## config.mk

```make
export PLATFORM = sky130hd
export DESIGN_NAME = vlsu_store_buf
export DESIGN_NICKNAME = d
export VERILOG_FILES = /design/src/vlsu_pkg.sv /design/src/vlsu_store_buf.sv
export VERILOG_INCLUDE_DIRS = /design/src
export SDC_FILE = /design/constraint.sdc
export NUM_CORES = 1
export LEC_CHECK = 0
export BUFFER_PORTS_ARGS = -buffer_cell sky130_fd_sc_hd__buf_2
export CAP_MARGIN = 20
export CORE_ASPECT_RATIO = 0.5
export CORE_MARGIN = 5
export CORE_UTILIZATION = 55
export DETAILED_ROUTE_END_ITERATION = 8
export PLACE_DENSITY = 0.82
export SYNTH_ARGS = -nofsm -noshare
export SYNTH_HDL_FRONTEND = slang
export SYNTH_SLANG_ARGS = --single-unit
```

## constraint.sdc

```tcl
create_clock -name clk -period 1.7 [get_ports clk]
set_input_delay 0.085 -clock clk [delete_from_list [all_inputs] [get_ports clk]]
set_output_delay 0.085 -clock clk [all_outputs]
set_load 0.02 [all_outputs]
```

## src/vlsu_cfg.svh

```systemverilog
//******************************
// sizes of the vector load/store unit
// one line = one vector register = VLEN bits over all banks
// group width must equal VLEN * max beats
//******************************
`ifndef VLSU_CFG_SVH
`define VLSU_CFG_SVH

`define VLSU_VLEN      128   // vector register width, also the memory line
`define VLSU_BANK_W    32    // width of one memory bank
`define VLSU_BANKS     4     // banks per line

// memory line address, not byte address
`define VLSU_ADR_W     14

`define VLSU_MAX_BEATS 4     // lmul 4 is the largest group
`define VLSU_GROUP_W   (`VLSU_VLEN * `VLSU_MAX_BEATS)

// stride is counted in elements
`define VLSU_STRIDE_W  6

`endif

```

## src/vlsu_pkg.sv

```systemverilog
//******************************
// types shared by the load/store unit
// spare sew code behaves as e32, spare lmul code as m1
//******************************
`include "vlsu_cfg.svh"

package vlsu_pkg;

    // operation select from the host
    typedef enum logic [1:0] {
        op_idle  = 2'd0,
        op_load  = 2'd1,   // unit stride load
        op_store = 2'd2,   // unit stride store
        op_sload = 2'd3    // strided load
    } vlsu_op_e;

    typedef enum logic [1:0] {
        sew_e8  = 2'd0,
        sew_e16 = 2'd1,
        sew_e32 = 2'd2,
        sew_rsv = 2'd3     // treated like e32
    } vlsu_sew_e;

    typedef enum logic [1:0] {
        lmul_m1  = 2'd0,
        lmul_m2  = 2'd1,
        lmul_m4  = 2'd2,
        lmul_rsv = 2'd3    // treated like m1
    } vlsu_lmul_e;

    typedef logic [`VLSU_VLEN-1:0]     line_t;    // one memory line
    typedef logic [`VLSU_GROUP_W-1:0]  group_t;   // whole register group
    typedef logic [`VLSU_ADR_W-1:0]    adr_t;     // line address
    typedef logic [2:0]                beats_t;   // 1 to 4 lines
    typedef logic [`VLSU_STRIDE_W-1:0] stride_t;  // elements between picks

endpackage

```

## src/vlsu_store_buf.sv

```systemverilog
//******************************
// store data register
// whole group captured on go, lowest line goes out first
//******************************
`timescale 1ns/1ps
`include "vlsu_cfg.svh"

module vlsu_store_buf (
    input  logic             clk,
    input  logic             nrst,
    input  logic             go,
    input  vlsu_pkg::group_t store_data,
    input  logic             beat_ack,
    output vlsu_pkg::line_t  wb_dat_o
);
    import vlsu_pkg::*;

    group_t sd_q;  // lines still to be written, next one at the bottom

    always_ff @(posedge clk) begin
        if (!nrst) begin
            sd_q <= '0;
        end else if (go) begin
            sd_q <= store_data;
        end else if (beat_ack) begin
            sd_q <= sd_q >> `VLSU_VLEN;  // next line moves down
        end
    end

    assign wb_dat_o = sd_q[`VLSU_VLEN-1:0];

    // first strobe is a cycle after go, so no ack can meet a fresh capture
    a_go_no_ack: assert property (@(posedge clk) disable iff (!nrst)
        go |-> !beat_ack);

endmodule

```

# Yosys cells after proc, flatten, opt, wreduce, memory -nomap -nowiden
# Index checks and enable logic that the tools add are counted.
# classes
n_reduce_logical	1
mux	2
# op_table
operator	n
$mux W512	2
$reduce_bool A2 Y1	1
# word_totals
ff_bits	512
word_cells	4
out_inout_bits	128

# Depth between registers and ports, before layout
# logic_depth
word_depth	2
mapped_depth	6
mapped_depth_nobuf	2

# Least setup slack after synthesis
# OpenSTA, ideal clock, no wires.
# synth_path
kind	input to register
start	input beat_ack
end	register sd_q[140]
slack_ns	0.561
cell_stages	5
t_arrival_ns	1.023
path_cell_list	buf_6 buf_6 buf_6 mux2_1 o211a_1
# synth_via
elab_chain_len	1
# synth_rtl
item	line_no	rtl
start, declared	vlsu_store_buf.sv:13	input logic beat_ack,
$reduce_bool A2 Y1 (no line)	--	
end signal, assigned	vlsu_store_buf.sv:24	sd_q <= store_data;
end signal, assigned	vlsu_store_buf.sv:26	sd_q <= sd_q >> `VLSU_VLEN;
end, declared	vlsu_store_buf.sv:18	group_t sd_q;
# No other way between the ends.
# A chain may end at the register's enable or synchronous reset.

==> summary.txt <==
Run status
  • Outcome: completed

Timing
  • Slew @ Worst Pin: between 0.6 and 0.7 ns
  • Tmin final: ~1.6 ns
  • Skew final: roughly 0.026 ns
  • Sum Neg Setup Slack: 0 ns
  • F_max: approximately 0.62 GHz
  • RSZ-0062 raised after global routing: no
  • Final period utilization: 94.5%
  • Fin. Hold Viols: 0
  • Max-slew headroom: approximately 58%
  • Max-slew violations: 0
  • Finish-stage setup viols: 0

Clock tree
  • Clock sinks: approximately 510
  • Clock-pin slew on the worst setup and hold paths: about 0.07 ns
  • Clk root buf: clkbuf_16
  • Hold-fix buffers at CTS: approximately 530
  • Setup bufs post-CTS: 0
  • Clock latency on the worst-skew pair: 0.58 ns
  • Depth of the CTS H-tree: 2
  • TritonCTS Buffers: 47
  • CTS resizes: 0
  • CTS tree: built
  • CTS Buffer Depth: 3

Worst setup path
  • Slowest-stage cell, CP: dlygate4sd3_1
  • Crit start category: register
  • WS Path Type: reg2reg
  • Max incr delay on CP: between 0.5 and 0.6 ns
  • Crit-path cells: or3b_1, a21boi_1, dlygate4sd3_1
  • Crit path capture type: register
  • CP max FO: 2
  • WP data required: roughly 2.2 ns
  • Critical Path AT: about 2.1 ns

Synthesis
  • Synth cell count leaders: dfxtp_1 (512), o211a_1 (384), mux2_4 (286)
  • Main area contributors after synthesis: dfxtp_1 (38%), mux2_4 (16%), o211a_1 (14%)
  • Synth Warn #: 0
  • Syn Area/Cell: 11.2 sq um
  • FF+latch count, synth: 512
  • Syn Inst Count: approximately 2400
  • Yosys top cell area share: between 30% and 40%
  • Register area share after synthesis: 38.2%
  • Synthesized net count: between 2000 and 3000
  • Async set or reset register ratio after synthesis: 0%
  • Number of synthesized flops with an enable pin: 0
  • Post-synthesis cell area: about 27000 sq um
  • Synth unique cells: 16
  • Most used DFF post-synth: dfxtp_1
  • Cell with the most instances after synthesis: dfxtp_1
  • Synth area leader: dfxtp_1

Floorplanning
  • Die Span Y: ~170 um
  • # IOs: 644
  • Core Region: approximately 48000 sq um
  • Num rows: 57
  • Chip width: approximately 320 um
  • DIE AREA: between 50000 and 60000 sq um
  • Starting Density: between 50% and 60%

Global route
  • Routing usage on met1: roughly 32%
  • Largest net degree at the start of global routing: just over 90
  • Number of global-route vias before repair: between 20000 and 30000
  • GRT Max-Usage Layer: met2
  • First-pass GRT wire length: 141000 um
  • Global Route met3 Usage: 6.60%
  • Gr ovfl total: 0
  • Total GRT Usage: 32.7%
  • Met2 usage: approximately 59%
  • Antenna violations before repair: 33

Detailed routing
  • Routed vias: 23600
  • Via count normalized by instance count: roughly 5.7
  • Initial DRC Count: around 1700
  • DRC: 0
  • Total iterations of the first detailed-routing run: 5
  • Post-DR wirelength/cell: 22.8 um
  • Final antenna-violating net count: 0
  • Total wire length: approximately 94000 um

Final layout
  • Layout cell share with drive strength beyond 1: between 30 and 40%
  • # fillers: around 2800
  • Final core utilization: approximately 76%
  • Top flop regs: sd_q (512)
  • Max reg flops: between 500 and 600
  • Multi-input combinational cell area: roughly 14000 sq um
  • FF/Latch Area: approximately 10000 sq um
  • Final #Nets: between 3000 and 4000
  • Top reg by flops: sd_q
  • Layout Area Growth over Synthesis: 37.6%
  • Finished Layout Cells: ~4000

Placement
  • DPL Wire Length: about 50000 um
  • Final Wtd Congestion: slightly below 0.9
  • Cells after DPL: roughly 3500
  • Buffers added on ports: around 640

Min path
  • Hold crit path type: in2reg

Power
  • Pleak: 19.6 nW
  • Peak VDD IR: approximately 0.74 mV
  • PwrDens: between 800 and 900 nW/um^2

Job
  • Max cap viols: 0
-- worst max-delay path, delay by kind of cell, from the launching register on --
family	cells	cell delay, ns
simple gates	1	0.37
buf+inv	1	0.59
flops	1	0.44
compound gates	1	0.15
-- worst paths after layout --
path	startpoint	endpoint	slack, ns	cells after the start
worst max register to register	sd_q[436]	sd_q[436]	0.09	3
worst min register to register	sd_q[462]	sd_q[462]	0.56	2
worst max-delay path	sd_q[436]	sd_q[436]	0.09	3
worst min-delay path	go	sd_q[489]	0.05	3
-- power breakdown --
part | total, W | switching, W | internal, W
Combinational | 0.00600 | 0.00255 | 0.00345
Clock | 0.0115 | 0.00521 | 0.00625
Sequential | 0.0133 | 0.000542 | 0.0128
Total | 0.0308 | 0.00830 | 0.0225
-- metrics by stage --
stage	setup WS, ns	instance area [sq um]	hold WS (ns)	total power, W
global route	0.0445	36900	0.0401	0.0319
finish	0.0940	36900	0.0505	0.0308
CTS	0.212	36800	0.0157	0.0304
detailed placement	0.198	29900	0.338	0.0182
floorplan	0.561	26800	0.228	0.0169
global placement	0.215	29900	0.334	0.0181
-- final cells by class --
cell class                 instances  share of cell area [%]
sequential                       512                    27.8
antenna                           38                   0.258
tap                              649                    2.20
clock buffer                      64                    3.66
multi-input combinational       1536                    38.8
clock inverter                    23                   0.691
timing repair buffer            1288                    26.6
-- per-layer routing --
| layer | part of all wire [%] | routed length (um) |
|---|---|---|
| met2 | 51 | 47900 |
| met5 | 0 | 0 |
| met4 | 9.9 | 9270 |
| met1 | 34 | 31700 |
| met3 | 5.0 | 4710 |
-- logic make-up after synthesis --
logic type | after synthesis | share of synthesized area, %
AO/OA/AOI/OAI | 512 | 17.9
buffers and inverters | 356 | 8.36
AND/OR/NAND/NOR | 640 | 15.4
multiplexers | 384 | 20.1
flip-flops | 512 | 38.2
-- cells in the final DEF (no fill, tap or decap) --
| master | count |
|---|---|
| a21boi_0 | 5 |
| a21boi_1 | 123 |
| buf_12 | 33 |
| buf_2 | 640 |
| buf_4 | 84 |
| buf_8 | 3 |
| bufinv_16 | 4 |
| clkbuf_1 | 6 |
| clkbuf_16 | 47 |
| clkbuf_8 | 11 |
| clkinv_2 | 8 |
| clkinv_4 | 2 |
| clkinvlp_4 | 3 |
| dfxtp_1 | 512 |
| diode_2 | 38 |
| dlygate4sd3_1 | 528 |
| inv_6 | 5 |
| inv_8 | 1 |
| mux2_1 | 74 |
| mux2_2 | 24 |
| mux2_4 | 286 |
| nand2_1 | 128 |
| nand2b_1 | 280 |
| o211a_1 | 384 |
| or2b_1 | 104 |
| or3b_1 | 120 |
| or3b_2 | 8 |
Power figures use the tool's default switching activity.
