**config.mk**
```make
export PLATFORM = sky130hd
export DESIGN_NAME = vlsu_seq
export DESIGN_NICKNAME = d
export VERILOG_FILES = /design/src/vlsu_pkg.sv /design/src/vlsu_seq.sv
export VERILOG_INCLUDE_DIRS = /design/src
export SDC_FILE = /design/constraint.sdc
export NUM_CORES = 1
export LEC_CHECK = 0
export BUFFER_PORTS_ARGS = -buffer_cell sky130_fd_sc_hd__buf_4
export CORE_MARGIN = 4
export CORE_UTILIZATION = 30
export CTS_BUF_LIST = sky130_fd_sc_hd__clkbuf_2 sky130_fd_sc_hd__clkbuf_4 sky130_fd_sc_hd__clkbuf_8
export DETAILED_ROUTE_END_ITERATION = 10
export HOLD_SLACK_MARGIN = 0.1
export PLACE_DENSITY = 0.59
export SLEW_MARGIN = 20
export SYNTH_ARGS = -nofsm -noshare
export SYNTH_HDL_FRONTEND = slang
export SYNTH_SLANG_ARGS = --single-unit
```
**constraint.sdc**
```tcl
create_clock -name clk -period 5.2 [get_ports clk]
set_clock_uncertainty 0.2 [all_clocks]
set_input_delay 0.26 -clock clk [delete_from_list [all_inputs] [get_ports clk]]
set_output_delay 0.26 -clock clk [all_outputs]
set_load 0.01 [all_outputs]
```
**src/vlsu_cfg.svh**
```systemverilog
//******************************
// sizes of the vector load/store unit
// one line = one vector register = VLEN bits over all banks
// group width must equal VLEN * max beats
//******************************
`ifndef VLSU_CFG_SVH
`define VLSU_CFG_SVH

`define VLSU_VLEN      128   // vector register width, also the memory line
`define VLSU_BANK_W    32    // width of one memory bank
`define VLSU_BANKS     4     // banks per line

// memory line address, not byte address
`define VLSU_ADR_W     14

`define VLSU_MAX_BEATS 4     // lmul 4 is the largest group
`define VLSU_GROUP_W   (`VLSU_VLEN * `VLSU_MAX_BEATS)

// stride is counted in elements
`define VLSU_STRIDE_W  6

`endif

```
**src/vlsu_pkg.sv**
```systemverilog
//******************************
// types shared by the load/store unit
// spare sew code behaves as e32, spare lmul code as m1
//******************************
`include "vlsu_cfg.svh"

package vlsu_pkg;

    // operation select from the host
    typedef enum logic [1:0] {
        op_idle  = 2'd0,
        op_load  = 2'd1,   // unit stride load
        op_store = 2'd2,   // unit stride store
        op_sload = 2'd3    // strided load
    } vlsu_op_e;

    typedef enum logic [1:0] {
        sew_e8  = 2'd0,
        sew_e16 = 2'd1,
        sew_e32 = 2'd2,
        sew_rsv = 2'd3     // treated like e32
    } vlsu_sew_e;

    typedef enum logic [1:0] {
        lmul_m1  = 2'd0,
        lmul_m2  = 2'd1,
        lmul_m4  = 2'd2,
        lmul_rsv = 2'd3    // treated like m1
    } vlsu_lmul_e;

    typedef logic [`VLSU_VLEN-1:0]     line_t;    // one memory line
    typedef logic [`VLSU_GROUP_W-1:0]  group_t;   // whole register group
    typedef logic [`VLSU_ADR_W-1:0]    adr_t;     // line address
    typedef logic [2:0]                beats_t;   // 1 to 4 lines
    typedef logic [`VLSU_STRIDE_W-1:0] stride_t;  // elements between picks

endpackage

```
**src/vlsu_seq.sv**
```systemverilog
//******************************
// beat sequencer and wishbone classic master
// one line per beat, addresses base .. base+beats-1
// ack is the only response with no retry or error
//******************************
`timescale 1ns/1ps

module vlsu_seq (
    input  logic               clk,
    input  logic               nrst,
    input  logic               go,
    input  vlsu_pkg::vlsu_op_e op_q,
    input  vlsu_pkg::adr_t     base_q,
    input  vlsu_pkg::beats_t   beats,
    input  logic               wb_ack,
    output logic               wb_cyc,
    output logic               wb_stb,
    output logic               wb_we,
    output vlsu_pkg::adr_t     wb_adr,
    output logic               beat_ack,
    output logic               last_beat,
    output logic               done
);
    import vlsu_pkg::*;

    logic   active;   // bus cycle open
    beats_t cnt;      // beats already acked
    logic   fin;      // current beat is the final one
    logic   bus_op;

    assign bus_op = (op_q != op_idle);  // idle command finishes without the bus

    // cyc and stb move together in classic single transfers
    assign wb_cyc = active;
    assign wb_stb = active;

    assign beat_ack  = active && wb_ack;
    assign fin       = (cnt == beats - 3'd1);
    assign last_beat = beat_ack && fin;

    always_ff @(posedge clk) begin
        if (!nrst) begin
            active <= 1'b0;
            wb_we  <= 1'b0;
            cnt    <= '0;
            done   <= 1'b0;
        end else begin
            done <= last_beat || (go && !bus_op);  // one cycle after last ack
            if (go && bus_op) begin
                active <= 1'b1;
                wb_we  <= (op_q == op_store);
                cnt    <= '0;
            end else if (beat_ack) begin
                cnt <= cnt + 3'd1;
                if (fin) begin
                    active <= 1'b0;  // drop on edge after last ack
                    wb_we  <= 1'b0;
                end
            end
        end
    end

    // line address steps after each ack
    always_ff @(posedge clk) begin
        if (go) begin
            wb_adr <= base_q;
        end else if (beat_ack) begin
            wb_adr <= wb_adr + 1'b1;
        end
    end

    // the bus cycle closes only on the edge after the final ack
    a_cyc_end: assert property (@(posedge clk) disable iff (!nrst)
        $fell(wb_cyc) |-> $past(last_beat));

    // a waiting strobe keeps its address through wait states
    a_adr_hold: assert property (@(posedge clk) disable iff (!nrst)
        (wb_stb && !wb_ack) |=> (wb_stb && $stable(wb_adr)));

endmodule

```
# Yosys cells after proc, flatten, opt, wreduce, memory -nomap -nowiden
# Index checks and enable logic that the tools add are counted.
# classes
n_mul,0
reduce_logical,12
n_mux,6
n_addsub,3
n_bitwise,1
order_cmp,0
div_mod_pow,0
shifts,0
eq_ne,2
# ops
op,n
$mux 14,2
$add 14x1->14 const B,1
$reduce_bool 2->1,4
$logic_and 1x1->1,4
$mux 1,4
$add 3x1->3 const B,1
$eq 3x3->1,1
$sub 3x1->3 const B,1
$eq 2x2->1 const B,1
$reduce_and 2->1,1
$reduce_or 2->1,1
$logic_not 1->1,1
$logic_or 1x1->1,1
$not 1->1,1
# totals
latchBits,0
romBits,0
ram_bits,0
mem_count,0
inputBits,23
ff_bits,20

# Longest topological paths before layout
# logic_depth
ltp_word,5
depth_mapped,6
depth_no_buf,6

# Worst setup path before layout
# Ideal clock, no wire load.
# synth_path
path_type,reg2reg
start,register wb_adr[0]
end,"register wb_adr[12], data pin"
slack_ps,3309
synth_period_minus_slack_ps,1891
setup_time_ps,260
path_buffers,0
arrival_ps,1431
stages_incl_launch_ff,6
path_cell_list,edfxtp_1 -> ha_1 -> nand2_1 -> nor4_2 -> xor2_1 -> mux2_2
# synth_via
elab_chain_len,3
# synth_lines
item,line_no,source
start: declaration,vlsu_seq.sv:19,"output vlsu_pkg::adr_t wb_adr,"
start signal: assignment,vlsu_seq.sv:66,wb_adr <= base_q;
start signal: assignment,vlsu_seq.sv:68,wb_adr <= wb_adr + 1'b1;
$add 14x1->14,vlsu_seq.sv:68,
$mux 14,vlsu_seq.sv:67,end else if (beat_ack) begin
$mux 14,vlsu_seq.sv:65,if (go) begin
# Every way passes these cells. The select of a mux whose other input is x is not followed.
# A chain may end at the register's enable or synchronous reset.

# Final worst setup path
# layout_path
start,register active (netlist: wb_cyc)
end,output port last_beat
# layout_via
elab_chain_len,2
# layout_lines
item,line_no,source
start: declaration,vlsu_seq.sv:26,logic active;
start signal: assignment,vlsu_seq.sv:43,active <= 1'b0;
start signal: assignment,vlsu_seq.sv:50,active <= 1'b1;
start signal: assignment,vlsu_seq.sv:56,active <= 1'b0;
$logic_and 1x1->1,vlsu_seq.sv:37,assign beat_ack = active && wb_ack;
$logic_and 1x1->1,vlsu_seq.sv:39,assign last_beat = beat_ack && fin;
end: declaration,vlsu_seq.sv:21,"output logic last_beat,"
# Every way passes these cells.

==> impl_metrics.toml <==
[synth]
yosys.area.top_type_share = 0.3597
ys_ff_latch = 20
async_reset_ff_frac = 0
synth_area_leaders = "edfxtp_1 36%, dfxtp_1 10%, xnor2_1 9.0%"
ys_types = 25
synth.most_common_cell = "nand2_1"
synth_top_cell_by_area = "edfxtp_1"
synthTopCellsByCount = "21 x nand2_1, 14 x edfxtp_1, 12 x xnor2_1"
synth_edf_count = 14
ys_warn_count = 0
synth_flop_cell = "edfxtp_1"
syn_inst = 114
mappedNetlistArea_mm2 = 0.001169
yosysSeqAreaShare = 0.4625
synth_area_per_cell_um2 = 10.25
synth_nets = 140

[clock_tree]
numCtsBuffers = 3
htree_levels = 1
cts-resized-gates = 0
path_clk_slew_ns = 0.07
clock-sinks = 20
tritoncts = "built"
clk_latency_ns = 0.25
cts_max_path_buffers = 2
cts-root-buf = "clkbuf_8"

[finish]
stdcell_area_mm2 = 0.001684
nets = 194
fillCellCount = 365
diodes = 0
area_growth_pct = 44.11
drive_gt1_frac = 0.3353

[sta]
fmax_mhz = 504.5
rsz0062_at_grt = "false"
timing.setup.tns_ns = 0
setup_ws_ns = 3.218
post-route-period-util = 0.3812
setup_violations = 0
worst_pin_slew_ns = 0.6656
fin_crit_ns = 1.982
hold_viol_final = 0
max-slew-margin-rel = 0.5563
slew_viol_final = 0

[grt]
antenna_found_initial = 0
gr-total-overflow = 0
grt_pass1_wl_um = 4485
grt_max_degree = 31
grt.total_usage = 0.1102
grt_pass1_vias = 1060

[routing]
via_count = 978
drtIter0Drc = 34
drc = 0
viasPerCell = 4.549
drt_first_pass_iters = 4
post_drt_wl_per_cell_um = 12.20
antenna_left = 0
wl_um = 2624

[die]
initial_core_util = 0.3145
core-area_mm2 = 0.003716
rows = 22
dieArea_mm2 = 0.004958
num_io_pins = 43
die_x_um = 70.42
fp.dieH_um = 70.42

[worst_setup_path]
cp_max_fo = 5
critPathArrivalTime_ns = 1.52
cp-startpoint = "wb_cyc"
cp.required_ns = 4.74
end_kind = "output pin"
r2r-start = "wb_adr[0]"
start_kind = "flop"
path_class = "reg -> out"

[min_path]
hp-start = "base_q[9]"
hold_class = "in -> reg"

[placed_design]
hpwlAfterDp_um = 1971
placed_cell_area_mm2 = 0.001525
dp_slack_ns = 3.246
io_buffers = 42
gp_congestion = 0.7199

[job]
drv_cap = 0

[power]
ir_worst_vdd_uv = 86.46
p_leak_nw = 0.6790
power_density_mw_per_mm2 = 244.7

[status]
status = "finished, final reports clean"
-- timing repair --
item,4_1_cts,5_1_grt
endpoints found under the hold margin,12,0
setup buffers,0,0
hold buffers,11,0
-- layout make-up --
cell class / instances / area [µm²] / area share
Multi-Input combinational cell: 84 / 586.8 / 0.3484
Sequential cell: 20 / 540.5 / 0.3209
Timing Repair Buffer: 53 / 425.4 / 0.2526
Tap cell: 48 / 60.06 / 0.03566
Clock buffer: 4 / 48.80 / 0.02897
Inverter: 6 / 22.52 / 0.01337
-- per-layer routing --
layer  global-route usage  up-vias  routed length, µm
met3              0.03453        2                244
met1               0.1253      440               1128
met4              0.03830        0                 13
li1                     -      500                  -
met2               0.1923       36               1237
met5                    0        -                  0
-- sequential cells by signal, indices dropped and copies added (netlist names) --
| signal | cells |
|---|---|
| cnt | 3 |
| wb_we | 1 |
| wb_adr | 14 |
| wb_cyc | 1 |
| done | 1 |
-- report_power, final --
group          internal (mW)  leakage, nW  switching (mW)  total, mW
Sequential             0.189        0.190          0.0200      0.209
Clock                 0.0596       0.0262          0.0488      0.108
Combinational         0.0526        0.463          0.0426     0.0952
Total                  0.301        0.679           0.111      0.412
-- per-stage QoR --
stage | power, mW | hold slack, ns | util | instances
2_1_floorplan | 0.2568 | 0.1777 | - | 114
3_3_place_gp | 0.3001 | 0.2695 | 0.4104 | 200
3_5_place_dp | 0.3021 | 0.2819 | 0.4104 | 200
4_1_cts | 0.4184 | 0.1006 | 0.4532 | 215
5_1_grt | 0.4385 | 0.1019 | 0.4532 | 215
6_report | 0.4122 | 0.1005 | 0.4532 | 215
-- logic make-up after synthesis --
logic type | Yosys count | share of synthesized area
adders and majority gates | 3 | 0.03212
DFF | 20 | 0.4625
AOI/OAI and AO/OA | 16 | 0.07173
muxes | 3 | 0.02891
and+or+nand+nor | 44 | 0.2345
buffers and inverters | 10 | 0.03533
xor gates and xnor gates | 18 | 0.1349
-- cell usage in the layout (no fill, tap or decap), drive strengths merged --
| master | synthesis | routed |
|---|---|---|
| a21oi | 1 | 1 |
| buf | 1 | 42 |
| clkbuf | 3 | 4 |
| dfxtp | 6 | 6 |
| dlygate4sd3 | 0 | 11 |
| edfxtp | 14 | 14 |
| ha | 3 | 3 |
| inv | 6 | 6 |
| mux2 | 3 | 3 |
| nand2 | 21 | 21 |
| nand2b | 1 | 1 |
| nand3 | 7 | 7 |
| nand4 | 2 | 2 |
| nor2 | 4 | 4 |
| nor3 | 4 | 4 |
| nor3b | 1 | 1 |
| nor4 | 4 | 4 |
| o21a | 1 | 1 |
| o21ai | 13 | 13 |
| o22ai | 1 | 1 |
| xnor2 | 12 | 12 |
| xor2 | 6 | 6 |
-- critical path, cell delays in order (launching register included) --
cell	delay [ns]
dfxtp_1	0.41
nand2_1	0.18
nor4_2	0.47
buf_4	0.20
-- path summary, 6_finish.rpt --
kind	endpoint	slack [ns]	cells after the start
min reg2reg	wb_we	0.29	2
min	wb_adr[9]	0.10	3
max	last_beat	3.22	3
max reg2reg	wb_adr[12]	3.25	5
(Power assumes the default switching activity.)
