==> src/vlsu_cfg.svh <==
//******************************
// sizes of the vector load/store unit
// one line = one vector register = VLEN bits over all banks
// group width must equal VLEN * max beats
//******************************
`ifndef VLSU_CFG_SVH
`define VLSU_CFG_SVH

`define VLSU_VLEN      128   // vector register width, also the memory line
`define VLSU_BANK_W    32    // width of one memory bank
`define VLSU_BANKS     4     // banks per line

// memory line address, not byte address
`define VLSU_ADR_W     14

`define VLSU_MAX_BEATS 4     // lmul 4 is the largest group
`define VLSU_GROUP_W   (`VLSU_VLEN * `VLSU_MAX_BEATS)

// stride is counted in elements
`define VLSU_STRIDE_W  6

`endif

==> src/vlsu_pkg.sv <==
//******************************
// types shared by the load/store unit
// spare sew code behaves as e32, spare lmul code as m1
//******************************
`include "vlsu_cfg.svh"

package vlsu_pkg;

    // operation select from the host
    typedef enum logic [1:0] {
        op_idle  = 2'd0,
        op_load  = 2'd1,   // unit stride load
        op_store = 2'd2,   // unit stride store
        op_sload = 2'd3    // strided load
    } vlsu_op_e;

    typedef enum logic [1:0] {
        sew_e8  = 2'd0,
        sew_e16 = 2'd1,
        sew_e32 = 2'd2,
        sew_rsv = 2'd3     // treated like e32
    } vlsu_sew_e;

    typedef enum logic [1:0] {
        lmul_m1  = 2'd0,
        lmul_m2  = 2'd1,
        lmul_m4  = 2'd2,
        lmul_rsv = 2'd3    // treated like m1
    } vlsu_lmul_e;

    typedef logic [`VLSU_VLEN-1:0]     line_t;    // one memory line
    typedef logic [`VLSU_GROUP_W-1:0]  group_t;   // whole register group
    typedef logic [`VLSU_ADR_W-1:0]    adr_t;     // line address
    typedef logic [2:0]                beats_t;   // 1 to 4 lines
    typedef logic [`VLSU_STRIDE_W-1:0] stride_t;  // elements between picks

endpackage

==> src/vlsu_cmd_reg.sv <==
//******************************
// command register of the unit
// start is only legal while ready is high
// outputs show the new command already in the start cycle
//******************************
`timescale 1ns/1ps

module vlsu_cmd_reg (
    input  logic                 clk,
    input  logic                 nrst,
    input  logic                 start,
    input  vlsu_pkg::vlsu_op_e   op,
    input  vlsu_pkg::vlsu_lmul_e lmul,
    input  vlsu_pkg::vlsu_sew_e  sew,
    input  vlsu_pkg::stride_t    stride,
    input  vlsu_pkg::adr_t       base_adr,
    input  logic                 done,
    output logic                 ready,
    output logic                 go,
    output vlsu_pkg::vlsu_op_e   op_q,
    output vlsu_pkg::vlsu_sew_e  sew_q,
    output vlsu_pkg::stride_t    stride_q,
    output vlsu_pkg::adr_t       base_q,
    output vlsu_pkg::beats_t     beats
);
    import vlsu_pkg::*;

    logic      busy;       // a command is in flight
    vlsu_op_e  op_r;
    vlsu_sew_e sew_r;
    stride_t   stride_r;
    adr_t      base_r;
    beats_t    beats_r;

    // lines per register group
    function automatic beats_t lmul_beats(input vlsu_lmul_e m);
        case (m)
            lmul_m2: return 3'd2;
            lmul_m4: return 3'd4;
            default: return 3'd1;  // m1 and the spare code
        endcase
    endfunction

    assign ready = !busy;
    assign go    = start && !busy;  // accepted this cycle

    // bypass so seq and datapaths act in the start cycle
    assign op_q     = go ? op : op_r;
    assign sew_q    = go ? sew : sew_r;
    assign stride_q = go ? stride : stride_r;
    assign base_q   = go ? base_adr : base_r;
    assign beats    = go ? lmul_beats(lmul) : beats_r;

    always_ff @(posedge clk) begin
        if (!nrst) begin
            busy <= 1'b0;
            op_r <= op_idle;
        end else if (go) begin
            busy <= 1'b1;
            op_r <= op;
        end else if (done) begin
            busy <= 1'b0;  // ready again next cycle
        end
    end

    always_ff @(posedge clk) begin
        if (go) begin
            sew_r    <= sew;
            stride_r <= stride;
            base_r   <= base_adr;
            beats_r  <= lmul_beats(lmul);
        end
    end

    // host must wait for ready
    a_start_ready: assert property (@(posedge clk) disable iff (!nrst)
        start |-> ready);

    // sequencer only finishes a command that was accepted
    a_done_busy: assert property (@(posedge clk) disable iff (!nrst)
        done |-> busy);

endmodule

==> config.mk <==
export PLATFORM = sky130hd
export DESIGN_NAME = vlsu_cmd_reg
export DESIGN_NICKNAME = d
export VERILOG_FILES = /design/src/vlsu_pkg.sv /design/src/vlsu_cmd_reg.sv
export VERILOG_INCLUDE_DIRS = /design/src
export SDC_FILE = /design/constraint.sdc
export NUM_CORES = 1
export LEC_CHECK = 0
export BUFFER_PORTS_ARGS = -buffer_cell sky130_fd_sc_hd__buf_2
export CORE_ASPECT_RATIO = 0.9
export CORE_MARGIN = 8
export CORE_UTILIZATION = 40
export DETAILED_ROUTE_END_ITERATION = 16
export GPL_ROUTABILITY_DRIVEN = 0
export PLACE_DENSITY = 0.7
export SYNTH_ARGS = -nofsm -noshare
export SYNTH_HDL_FRONTEND = slang
export SYNTH_SLANG_ARGS = --single-unit
==> constraint.sdc <==
create_clock -name clk -period 1.7 [get_ports clk]
set_input_delay 0.34 -clock clk [delete_from_list [all_inputs] [get_ports clk]]
set_output_delay 0.34 -clock clk [all_outputs]
set_load 0.01 [all_outputs]
## Yosys cells after proc, flatten, opt, wreduce, memory -nomap -nowiden

Index checks and enable logic that the tools add are counted.

| word-level totals | value |
|---|---|
| flip-flop bits (word level) | 28 |
| bits in latches | 0 |
| memory bits (writable) | 0 |
| memory bits (read-only) | 0 |
| bits of input ports | 30 |
| output and inout port bits | 29 |
| word-level logic and storage cells | 19 |
| memories | 0 |

| cells by class | value |
|---|---|
| add/sub/neg operators | 0 |
| multipliers | 0 |
| divide/modulo/power cells | 0 |
| order comparisons | 0 |
| equal/unequal tests | 2 |
| shifts and indexed selects | 0 |
| mux-type cells | 8 |
| bitwise gates (word level) | 0 |
| reductions and logical operators | 3 |

Operator list:

| operator | number |
|---|---|
| 14-bit 2-to-1 mux | 1 |
| 6-bit 2-to-1 mux | 1 |
| 3-bit case mux with 2 select lines | 1 |
| 2-bit 2-to-1 mux | 2 |
| 3-bit 2-to-1 mux | 1 |
| 2-bit by 1-bit equality test with 1-bit output, second input constant | 1 |
| 2-bit equality test, second input constant | 1 |
| 1-bit 2-to-1 mux | 2 |
| 2-bit nonzero test | 1 |
| 1-bit logical AND | 1 |
| 1-bit zero test | 1 |

## Depth between registers and ports, before layout

Gate-level depths: netlist of the first run.

| depth | value |
|---|---|
| depth in word-level cells | 3 |
| gate-level depth with buffers | 5 |
| mapped depth without buffers | 3 |

## Worst setup path before layout of the first run

No wires, ideal clock.

| path | value |
|---|---|
| path type | flip-flop to output port |
| start | reg busy |
| end | out base_q[0] |
| arrival time | 1.048 ns |
| required time | 1.360 ns |
| setup slack | 0.312 ns |
| cell stages (with the launch flop) | 5 |
| buffers on the path | 2 |
| cell sequence | dfxtp_1 nand2b_4 buf_12 buf_12 mux2_4 |

| between the ends | value |
|---|---|
| word-level cells in the longest chain between the ends | 3 |

RTL lines:

| item | line | RTL |
|---|---|---|
| start, declared | vlsu_cmd_reg.sv:28 | `logic busy;` |
| start signal, assigned | vlsu_cmd_reg.sv:56 | `busy <= 1'b0;` |
| start signal, assigned | vlsu_cmd_reg.sv:59 | `busy <= 1'b1;` |
| start signal, assigned | vlsu_cmd_reg.sv:62 | `busy <= 1'b0;` |
| 1-bit zero test | vlsu_cmd_reg.sv:45 | `assign go = start && !busy;` |
| 1-bit logical AND | vlsu_cmd_reg.sv:45 |  |
| 14-bit 2-to-1 mux | n/a |  |
| end, declared | vlsu_cmd_reg.sv:23 | `output vlsu_pkg::adr_t base_q,` |

Every way passes these cells.

## Worst setup path after layout of the first run

| path | value |
|---|---|
| start | reg busy |
| end | out base_q[8] |

Same word-level chain as after synthesis.

==> insert_results.sql, run 1 <==
INSERT INTO impl_metrics (metric_group, metric, value, unit) VALUES
('status', 'status', 'complete, but fails checks', ''),
('status', 'violations_in_the_final_reports', 'setup timing', ''),
('synthesis', 'post_synth.cell_area_avg', '15.0', 'um^2'),
('clock_network', 'level_count_of_the_clock_h_tree', '1', ''),
('floorplanning', 'initial_core_util', '41.0', '%'),
('power', 'cellInternalPower', '0.00137', 'W'),
('synthesis', 'synth_largest_type_area_fraction', '51.0', '%'),
('sta', 'post-route-worst-setup-slack', '-0.131', 'ns'),
('finish', 'antenna_diode_count', '0', ''),
('global_routing', 'first_global_vias', '870', ''),
('power', 'seq_power_share', '43.7', '%'),
('power', 'powerDensity', '1060', 'nW/um^2'),
('power', 'p_leak', '0.891', 'nW'),
('critical_path', 'timing.critical_path.required', '1.36', 'ns'),
('critical_path', 'worst-setup-path-type', 'reg -> out', ''),
('floorplanning', 'design.core.area', '2680', 'um^2'),
('sta', 'maxSlewHeadroom', '90.2', '%'),
('drt', 'route.detailed.drc', '0', ''),
('drt', 'detail_route.iter0.violations', '4', ''),
('clock_network', 'clk_latency', '0.33', 'ns'),
('placed_design', 'placed_area', '1410', 'um^2'),
('clock_network', 'worst_setup_hold_path_clk_slew', '0.15', 'ns'),
('clock_network', 'clock_tree.buffer_depth', '2', ''),
('floorplanning', 'die_height', '65.7', 'um'),
('global_routing', 'grt_max_degree', '17', ''),
('sta', 'finalHoldViolCount', '0', ''),
('global_routing', 'antenna_found_initial', '0', ''),
('finish', 'post_route_cells_drive_above_1_share', '71.0', '%'),
('sta', 'timing_max_transition_violations_final', '0', ''),
('global_routing', 'globalRouteOverflowTotal', '0', ''),
('floorplanning', 'dieArea', '4680', 'um^2'),
('critical_path', 'critical_path_peak_fanout', '10', ''),
('sta', 'timing.final.crit_period', '1.83', 'ns'),
('power', 'gate_power_share', '32.4', '%'),
('drt', 'detail-route-antenna-nets', '0', ''),
('finish', 'final_layout_fill_cell_count', '215', ''),
('synthesis', 'synthDominantAreaCellType', 'sky130_fd_sc_hd__dfxtp_1', ''),
('sta', 'maxClockFrequency', '546', 'MHz'),
('floorplanning', 'ioPinCount', '59', ''),
('placed_design', 'hpwl', '1940', 'um'),
('sta', 'finalSetupViolCount', '27', ''),
('synthesis', 'syn_inst', '73', ''),
('sta', 'fin_worst_skew', '0.00551', 'ns'),
('clock_network', 'tritoncts_buffer_count', '3', ''),
('finish', 'fin_area', '1700', 'um^2'),
('placed_design', 'place.port_buffers', '58', ''),
('floorplanning', 'row_count', '18', ''),
('clock_network', 'cts_hold_buf', '0', ''),
('placed_design', 'place_inst', '160', ''),
('drt', 'route.detailed.wl_per_inst', '15.1', 'um'),
('power', 'net_switching_power_of_the_design', '0.000431', 'W'),
('clock_network', 'clock_sinks', '28', ''),
('floorplanning', 'die-width', '71.2', 'um'),
('flow_run', 'max_cap_violations', '0', ''),
('power', 'power_switching_share', '24.0', '%'),
('sta', 'timing_worst_slew_pin_value', '0.147', 'ns'),
('clock_network', 'tritoncts', 'yes', ''),
('synthesis', 'synth-seq-cells', '28', ''),
('finish', 'area.growth.synth_to_final', '54.9', '%'),
('drt', 'vias', '765', ''),
('power', 'clock_power_share', '23.9', '%'),
('synthesis', 'synthesis.area', '1100', 'um^2'),
('critical_path', 'cp.arrival', '1.49', 'ns'),
('synthesis', 'yosysUniqueCellTypes', '11', ''),
('drt', 'drt-pass1-iter-count', '3', ''),
('min_path', 'min_path_type', 'in -> reg', ''),
('critical_path', 'path_cells', 'nand2b_4 > buf_12 > mux2_4 > buf_6', ''),
('global_routing', 'globalRouteTotalUtil', '10.9', '%'),
('drt', 'vias_per_cell', '4.55', ''),
('critical_path', 'regToRegSetupSlack', '0.56', 'ns'),
('drt', 'finalWirelength', '2540', 'um');
-- final timing paths --
check,depth (start not counted),endpoint,from
worst max-delay path,4,base_q[8],busy
worst min-delay path,2,base_r[4],base_adr[4]
worst max register to register,3,base_r[11],busy
worst min register to register,2,op_r[0],op_r[0]
-- worst max-delay path, delay by kind of cell, from the launching register on --
kind                   cells  cell delay, ns
muxes                      1            0.31
buffers and inverters      2            0.28
DFF                        1            0.37
and+or+nand+nor            1            0.20
-- flip-flops by register name (all words and copies together), names as in the netlist --
register / cells
base_r: 14
sew_r: 2
busy: 1
op_r: 2
stride_r: 6
beats_r: 3
-- per-stage QoR --
step           hold slack (ns)  setup slack [ns]  power, W  TNS [ns]
2_1_floorplan            0.431             0.312   0.00106         0
3_3_place_gp             0.442             0.118   0.00120         0
3_5_place_dp             0.451            0.0997   0.00122         0
4_1_cts                  0.240            -0.138   0.00180     -3.38
5_1_grt                  0.227            -0.181   0.00188     -4.34
6_report                 0.247            -0.131   0.00180     -3.13
-- synthesized netlist by cell type --
master                     number
sky130_fd_sc_hd__nand2_1        5
sky130_fd_sc_hd__mux2i_1        2
sky130_fd_sc_hd__buf_12         3
sky130_fd_sc_hd__inv_2          1
sky130_fd_sc_hd__nand2b_4       1
sky130_fd_sc_hd__ha_1           2
sky130_fd_sc_hd__mux2_4        19
sky130_fd_sc_hd__o211a_1        1
sky130_fd_sc_hd__mux2_2         8
sky130_fd_sc_hd__inv_1          3
sky130_fd_sc_hd__dfxtp_1       28
-- layout by cell type (no fill, tap or decap) --
cell type / instances
sky130_fd_sc_hd__mux2_2: 1
sky130_fd_sc_hd__buf_6: 28
sky130_fd_sc_hd__buf_2: 31
sky130_fd_sc_hd__buf_12: 3
sky130_fd_sc_hd__inv_1: 3
sky130_fd_sc_hd__nand2b_4: 1
sky130_fd_sc_hd__mux2i_1: 2
sky130_fd_sc_hd__dfxtp_2: 1
sky130_fd_sc_hd__bufinv_16: 1
sky130_fd_sc_hd__ha_1: 2
sky130_fd_sc_hd__clkbuf_4: 3
sky130_fd_sc_hd__o211a_1: 1
sky130_fd_sc_hd__inv_2: 1
sky130_fd_sc_hd__mux2_4: 26
sky130_fd_sc_hd__dfxtp_1: 27
sky130_fd_sc_hd__nand2_1: 5
sky130_fd_sc_hd__buf_4: 2
-- cells by family after synthesis --
| group | count (synthesis) | synth area share [%] |
|---|---|---|
| and+or+nand+nor | 6 | 2.96 |
| AOI/OAI and AO/OA | 1 | 0.911 |
| DFF | 28 | 51.0 |
| buffers and inverters | 7 | 6.83 |
| muxes | 29 | 36.0 |
| adders and majority gates | 2 | 2.28 |
-- what timing repair did --
action                     4_1_cts  5_1_grt
buffers inserted                 3        1
setup endpoints to repair       27       27
gates cloned                     0        0
resized for setup               31        5
pin swaps                        0        0
-- power groups by stage --
stage	Combinational (W)	Clock [W]	Sequential [W]
floorplan	0.000275	0	0.000787
global placement	0.000409	0	0.000794
detailed placement	0.000420	0	0.000800
CTS	0.000575	0.000435	0.000787
global route	0.000624	0.000457	0.000794
finish	0.000583	0.000429	0.000786
-- cell type report --
class	count	area, um^2	area share (%)
Inverter	4	15.0	0.882
Clock inverter	1	30.0	1.76
Tap cell	30	37.5	2.21
Multi-Input combinational cell	38	489	28.8
Sequential cell	28	562	33.0
Clock buffer	3	22.5	1.32
Timing Repair Buffer	64	546	32.1
-- layer usage --
metal / wire length [um] / up-vias / global-route usage (%) / share of wire, %
li1: - / 377 / - / -
met1: 978 / 348 / 10.6 / 38
met2: 1280 / 38 / 19.8 / 50
met3: 279 / 2 / 6.99 / 11
met4: 7 / 0 / 0.777 / 0.28
met5: 0 / - / 0 / 0
Note: power is estimated with default switching activity, not from simulation.
==> run 2: changes to the inputs <==
--- a/config.mk
+++ b/config.mk
@@ -6,13 +6,15 @@
 export SDC_FILE = /design/constraint.sdc
 export NUM_CORES = 1
 export LEC_CHECK = 0
+export ABC_AREA = 1
 export BUFFER_PORTS_ARGS = -buffer_cell sky130_fd_sc_hd__buf_2
 export CORE_ASPECT_RATIO = 0.9
 export CORE_MARGIN = 8
 export CORE_UTILIZATION = 40
 export DETAILED_ROUTE_END_ITERATION = 16
 export GPL_ROUTABILITY_DRIVEN = 0
-export PLACE_DENSITY = 0.7
+export PLACE_DENSITY = 0.71
+export SETUP_SLACK_MARGIN = 0.05
 export SYNTH_ARGS = -nofsm -noshare
 export SYNTH_HDL_FRONTEND = slang
 export SYNTH_SLANG_ARGS = --single-unit
==> run 2 against run 1 <==
Effect of this change:
- the flow now finishes without violations
- utilization is 3.8 points lower
- non-clock buffer count is 2 lower
- via count is 27% higher
- die area is 6.0% lower
- power is 14% lower
- synthesized cell count is 82% higher
- critical path type unchanged
- global-route usage is 0.30 points higher
- sequential share of layout area is 5.8 points higher
- critical endpoint is now op_q[0]
- worst hold slack worse by 0.029 ns
- count of clock-buffer cells in the layout stayed put
- flip-flop and latch count stayed put
- synthesized area is 7.9% lower
==> insert_results.sql, run 2 <==
INSERT INTO impl_metrics (metric_group, metric, value, unit) VALUES
('critical_path', 'critical_path_startpoint', 'busy', ''),
('drt', 'drt-pass1-iter-count', '4', ''),
('critical_path', 'critical-path-slowest-cell', 'sky130_fd_sc_hd__dfxtp_2', ''),
('floorplanning', 'die-width', '69.0', 'um'),
('finish', 'final_core_util', '59.6', '%'),
('synthesis', 'yosysUniqueCellTypes', '11', ''),
('min_path', 'min_path_type', 'in -> reg', ''),
('sta', 'finalHoldViolCount', '0', ''),
('drt', 'route.detailed.drc', '0', ''),
('synthesis', 'synth_most_common_cell', 'sky130_fd_sc_hd__nand2_1', ''),
('power', 'powerDensity', '1070', 'nW/um^2'),
('critical_path', 'timing.critical_path.required', '1.36', 'ns'),
('synthesis', 'synth_common_cells', '80 x sky130_fd_sc_hd__nand2_1, 28 x sky130_fd_sc_hd__dfxtp_1, 10 x sky130_fd_sc_hd__inv_1, 3 x sky130_fd_sc_hd__buf_6', ''),
('global_routing', 'globalRouteMet2Util', '20.4', '%'),
('clock_network', 'root_buffer', 'sky130_fd_sc_hd__clkbuf_4', ''),
('finish', 'largest_register_ffs', '14', ''),
('clock_network', 'clk_latency', '0.32', 'ns'),
('finish', 'mostFrequentLayoutCells', '77 x sky130_fd_sc_hd__nand2_1, 57 x sky130_fd_sc_hd__buf_2, 27 x sky130_fd_sc_hd__dfxtp_1', ''),
('floorplanning', 'design.core.area', '2420', 'um^2'),
('drt', 'vias_per_cell', '4.37', ''),
('critical_path', 'path_cells', 'inv_4 > nand2_8 > buf_8 > nand2_1 > nand2_1 > inv_1 > buf_2', ''),
('sta', 'finalSetupViolCount', '0', ''),
('status', 'status', 'complete, no violations', ''),
('global_routing', 'globalRouteOverflowTotal', '0', ''),
('floorplanning', 'ioPinCount', '59', ''),
('finish', 'largest_register', 'base_r', ''),
('finish', 'most_common_cell_after_layout_fill_and_taps_aside', 'sky130_fd_sc_hd__nand2_1', ''),
('global_routing', 'grt_pass1_wl', '4230', 'um'),
('sta', 'timing.final.crit_period', '1.63', 'ns'),
('power', 'design_power_total', '0.00154', 'W'),
('drt', 'route.detailed.wl_per_inst', '11.8', 'um'),
('synthesis', 'synthesis.nets', '165', ''),
('floorplanning', 'dieArea', '4400', 'um^2'),
('synthesis', 'synthesis.area', '1010', 'um^2'),
('critical_path', 'timing.critical_path.from_type', 'flop', ''),
('finish', 'nets', '227', ''),
('placed_design', 'hpwl', '1960', 'um'),
('synthesis', 'synth-seq-cells', '28', ''),
('clock_network', 'clock_tree.buffer_depth', '2', ''),
('finish', 'post_route_cells_drive_above_1_share', '38.1', '%'),
('flow_run', 'max_cap_violations', '0', ''),
('placed_design', 'place.port_buffers', '58', ''),
('global_routing', 'grt_max_degree', '27', ''),
('clock_network', 'tritoncts_buffer_count', '3', ''),
('critical_path', 'cp.arrival', '1.29', 'ns'),
('critical_path', 'worst-setup-path-type', 'reg -> out', ''),
('sta', 'fin_worst_skew', '0.00771', 'ns'),
('critical_path', 'worst_path_largest_cell_delay', '0.37', 'ns'),
('synthesis', 'asyncSetResetFlopFracSynth', '0', '%'),
('floorplanning', 'row_count', '17', ''),
('global_routing', 'grt_busiest_layer', 'met2', ''),
('drt', 'detail_route.iter0.violations', '55', ''),
('sta', 'maxClockFrequency', '615', 'MHz'),
('sta', 'maxSlewHeadroom', '90.4', '%'),
('sta', 'timing_max_transition_violations_final', '0', ''),
('clock_network', 'worst_setup_hold_path_clk_slew', '0.14', 'ns'),
('critical_path', 'most_used_cell_cp', 'sky130_fd_sc_hd__nand2_1', ''),
('power', 'p_leak', '0.857', 'nW'),
('finish', 'antenna_diode_count', '0', ''),
('sta', 'finalSetupTns', '0', 'ns'),
('critical_path', 'crit_path_end', 'op_q[0]', ''),
('sta', 'post-route-period-util', '95.6', '%'),
('global_routing', 'first_global_vias', '1064', ''),
('global_routing', 'groute.layer.met3.usage', '4.85', '%'),
('sta', 'hold-worst-slack', '0.217', 'ns'),
('critical_path', 'regToRegStartpoint', 'busy', ''),
('placed_design', 'place_inst', '216', ''),
('critical_path', 'regToRegEndpoint', 'op_r[0]', ''),
('global_routing', 'antenna_found_initial', '0', ''),
('synthesis', 'syn_inst', '133', ''),
('synthesis', 'synth_area_leaders', 'sky130_fd_sc_hd__dfxtp_1 55%, sky130_fd_sc_hd__nand2_1 30%, sky130_fd_sc_hd__inv_1 3.7%', ''),
('floorplanning', 'initial_core_util', '41.7', '%'),
('clock_network', 'clock_sinks', '28', ''),
('synthesis', 'ys_seq_area_share', '55.4', '%'),
('synthesis', 'synth-warning-count', '0', ''),
('floorplanning', 'die_height', '63.7', 'um'),
('drt', 'detail-route-antenna-nets', '0', ''),
('finish', 'area.growth.synth_to_final', '42.9', '%'),
('critical_path', 'element_type_at_the_critical_path_end', 'output port', ''),
('finish', 'instances_no_fill', '222', ''),
('drt', 'vias', '970', ''),
('sta', 'timing_worst_slew_pin_value', '0.144', 'ns'),
('drt', 'finalWirelength', '2620', 'um'),
('critical_path', 'r2r.worst_path.cells', '6', ''),
('critical_path', 'critical_path_peak_fanout', '9', ''),
('clock_network', 'level_count_of_the_clock_h_tree', '1', ''),
('synthesis', 'synth_largest_type_area_fraction', '55.4', '%'),
('global_routing', 'globalRouteMet1Util', '11.7', '%'),
('power', 'irDropWorstVdd', '0.880', 'mV'),
('sta', 'setup_repair_after_global_routing_missed_its_margin', 'yes', ''),
('global_routing', 'globalRouteTotalUtil', '11.2', '%'),
('synthesis', 'synth_enable_flop_cells', '0', ''),
('synthesis', 'synth-main-ff-cell', 'sky130_fd_sc_hd__dfxtp_1', ''),
('clock_network', 'tritoncts', 'yes', ''),
('critical_path', 'regToRegSetupSlack', '0.77', 'ns'),
('finish', 'layout_top_registers', 'base_r x14, stride_r x6, beats_r x3', ''),
('synthesis', 'synthDominantAreaCellType', 'sky130_fd_sc_hd__dfxtp_1', ''),
('synthesis', 'post_synth.cell_area_avg', '7.61', 'um^2');
## run 2: cell types whose count changed in the layout (fill, tap and decap cells not counted), moves of 3 or more
cell | previous run | this run
sky130_fd_sc_hd__buf_2 | 31 | 57
sky130_fd_sc_hd__nand2_1 | 5 | 77
sky130_fd_sc_hd__buf_6 | 28 | 2
sky130_fd_sc_hd__inv_1 | 3 | 10
sky130_fd_sc_hd__mux2_4 | 26 | 0
sky130_fd_sc_hd__nand2_2 | 0 | 3
sky130_fd_sc_hd__buf_12 | 3 | 0
## run 2: per-stage QoR
stage | instance area, um^2 | worst slack, ns
floorplan | 1010 | 0.485
global placement | 1300 | 0.231
detailed placement | 1300 | 0.192
CTS | 1410 | 0.0360
global route | 1450 | -0.0161
finish | 1450 | 0.0745
## run 2: how the worst min path moves through the flow
stage,startpoint,to,slack [ns],cells after the start
floorplan,busy,busy,0.47,2
global placement,base_r[11],base_r[11],0.43,2
detailed placement,stride_r[4],stride_r[4],0.43,2
CTS,base_adr[13],base_r[13],0.20,3
global route,base_adr[3],base_r[3],0.20,3
finish,base_adr[5],base_r[5],0.22,3
## run 2: area by class of cell
| type | instances | area [um^2] |
|---|---|---|
| well taps | 28 | 35.0 |
| flip-flops and latches | 28 | 562 |
| multi-input cells | 88 | 379 |
| fillers | 233 | 978 |
| clock buffers | 3 | 22.5 |
| repair buffers | 62 | 358 |
| inverters | 12 | 60.1 |
| clock inverters | 1 | 30.0 |
## run 2: report_power, final
part	switching, W	internal [W]	leakage [nW]
Clock	0.000185	0.000239	0.0279
Combinational	0.000201	0.000153	0.593
Sequential	0.0000223	0.000741	0.235
## run 2: metal layers
metal	share of wire (%)	vias to the layer above
met5	0	-
met4	0.38	0
met3	5.8	2
met1	43	424
li1	-	510
met2	51	34
## run 2: repair_timing
item | CTS | global route
endpoints found under the setup margin | 28 | 27
hold buffers | 0 | 0
gates cloned | 1 | 0
gates resized for setup | 8 | 8
setup buffers | 1 | 0
pin swaps | 1 | 0
## run 2: kinds of logic after synthesis
family / after synthesis / share of synthesized area, %
and+or+nand+nor: 85 / 32.0
DFF: 28 / 55.4
buffers and inverters: 17 / 9.27
adders and majority gates: 2 / 2.47
AOI/OAI and AO/OA: 1 / 0.865
## run 2: worst max-delay path: cells and delay by family (launching register included)
family	cells	cell delay (ns)
and+or+nand+nor	3	0.24
DFF	1	0.37
buffers and inverters	4	0.35
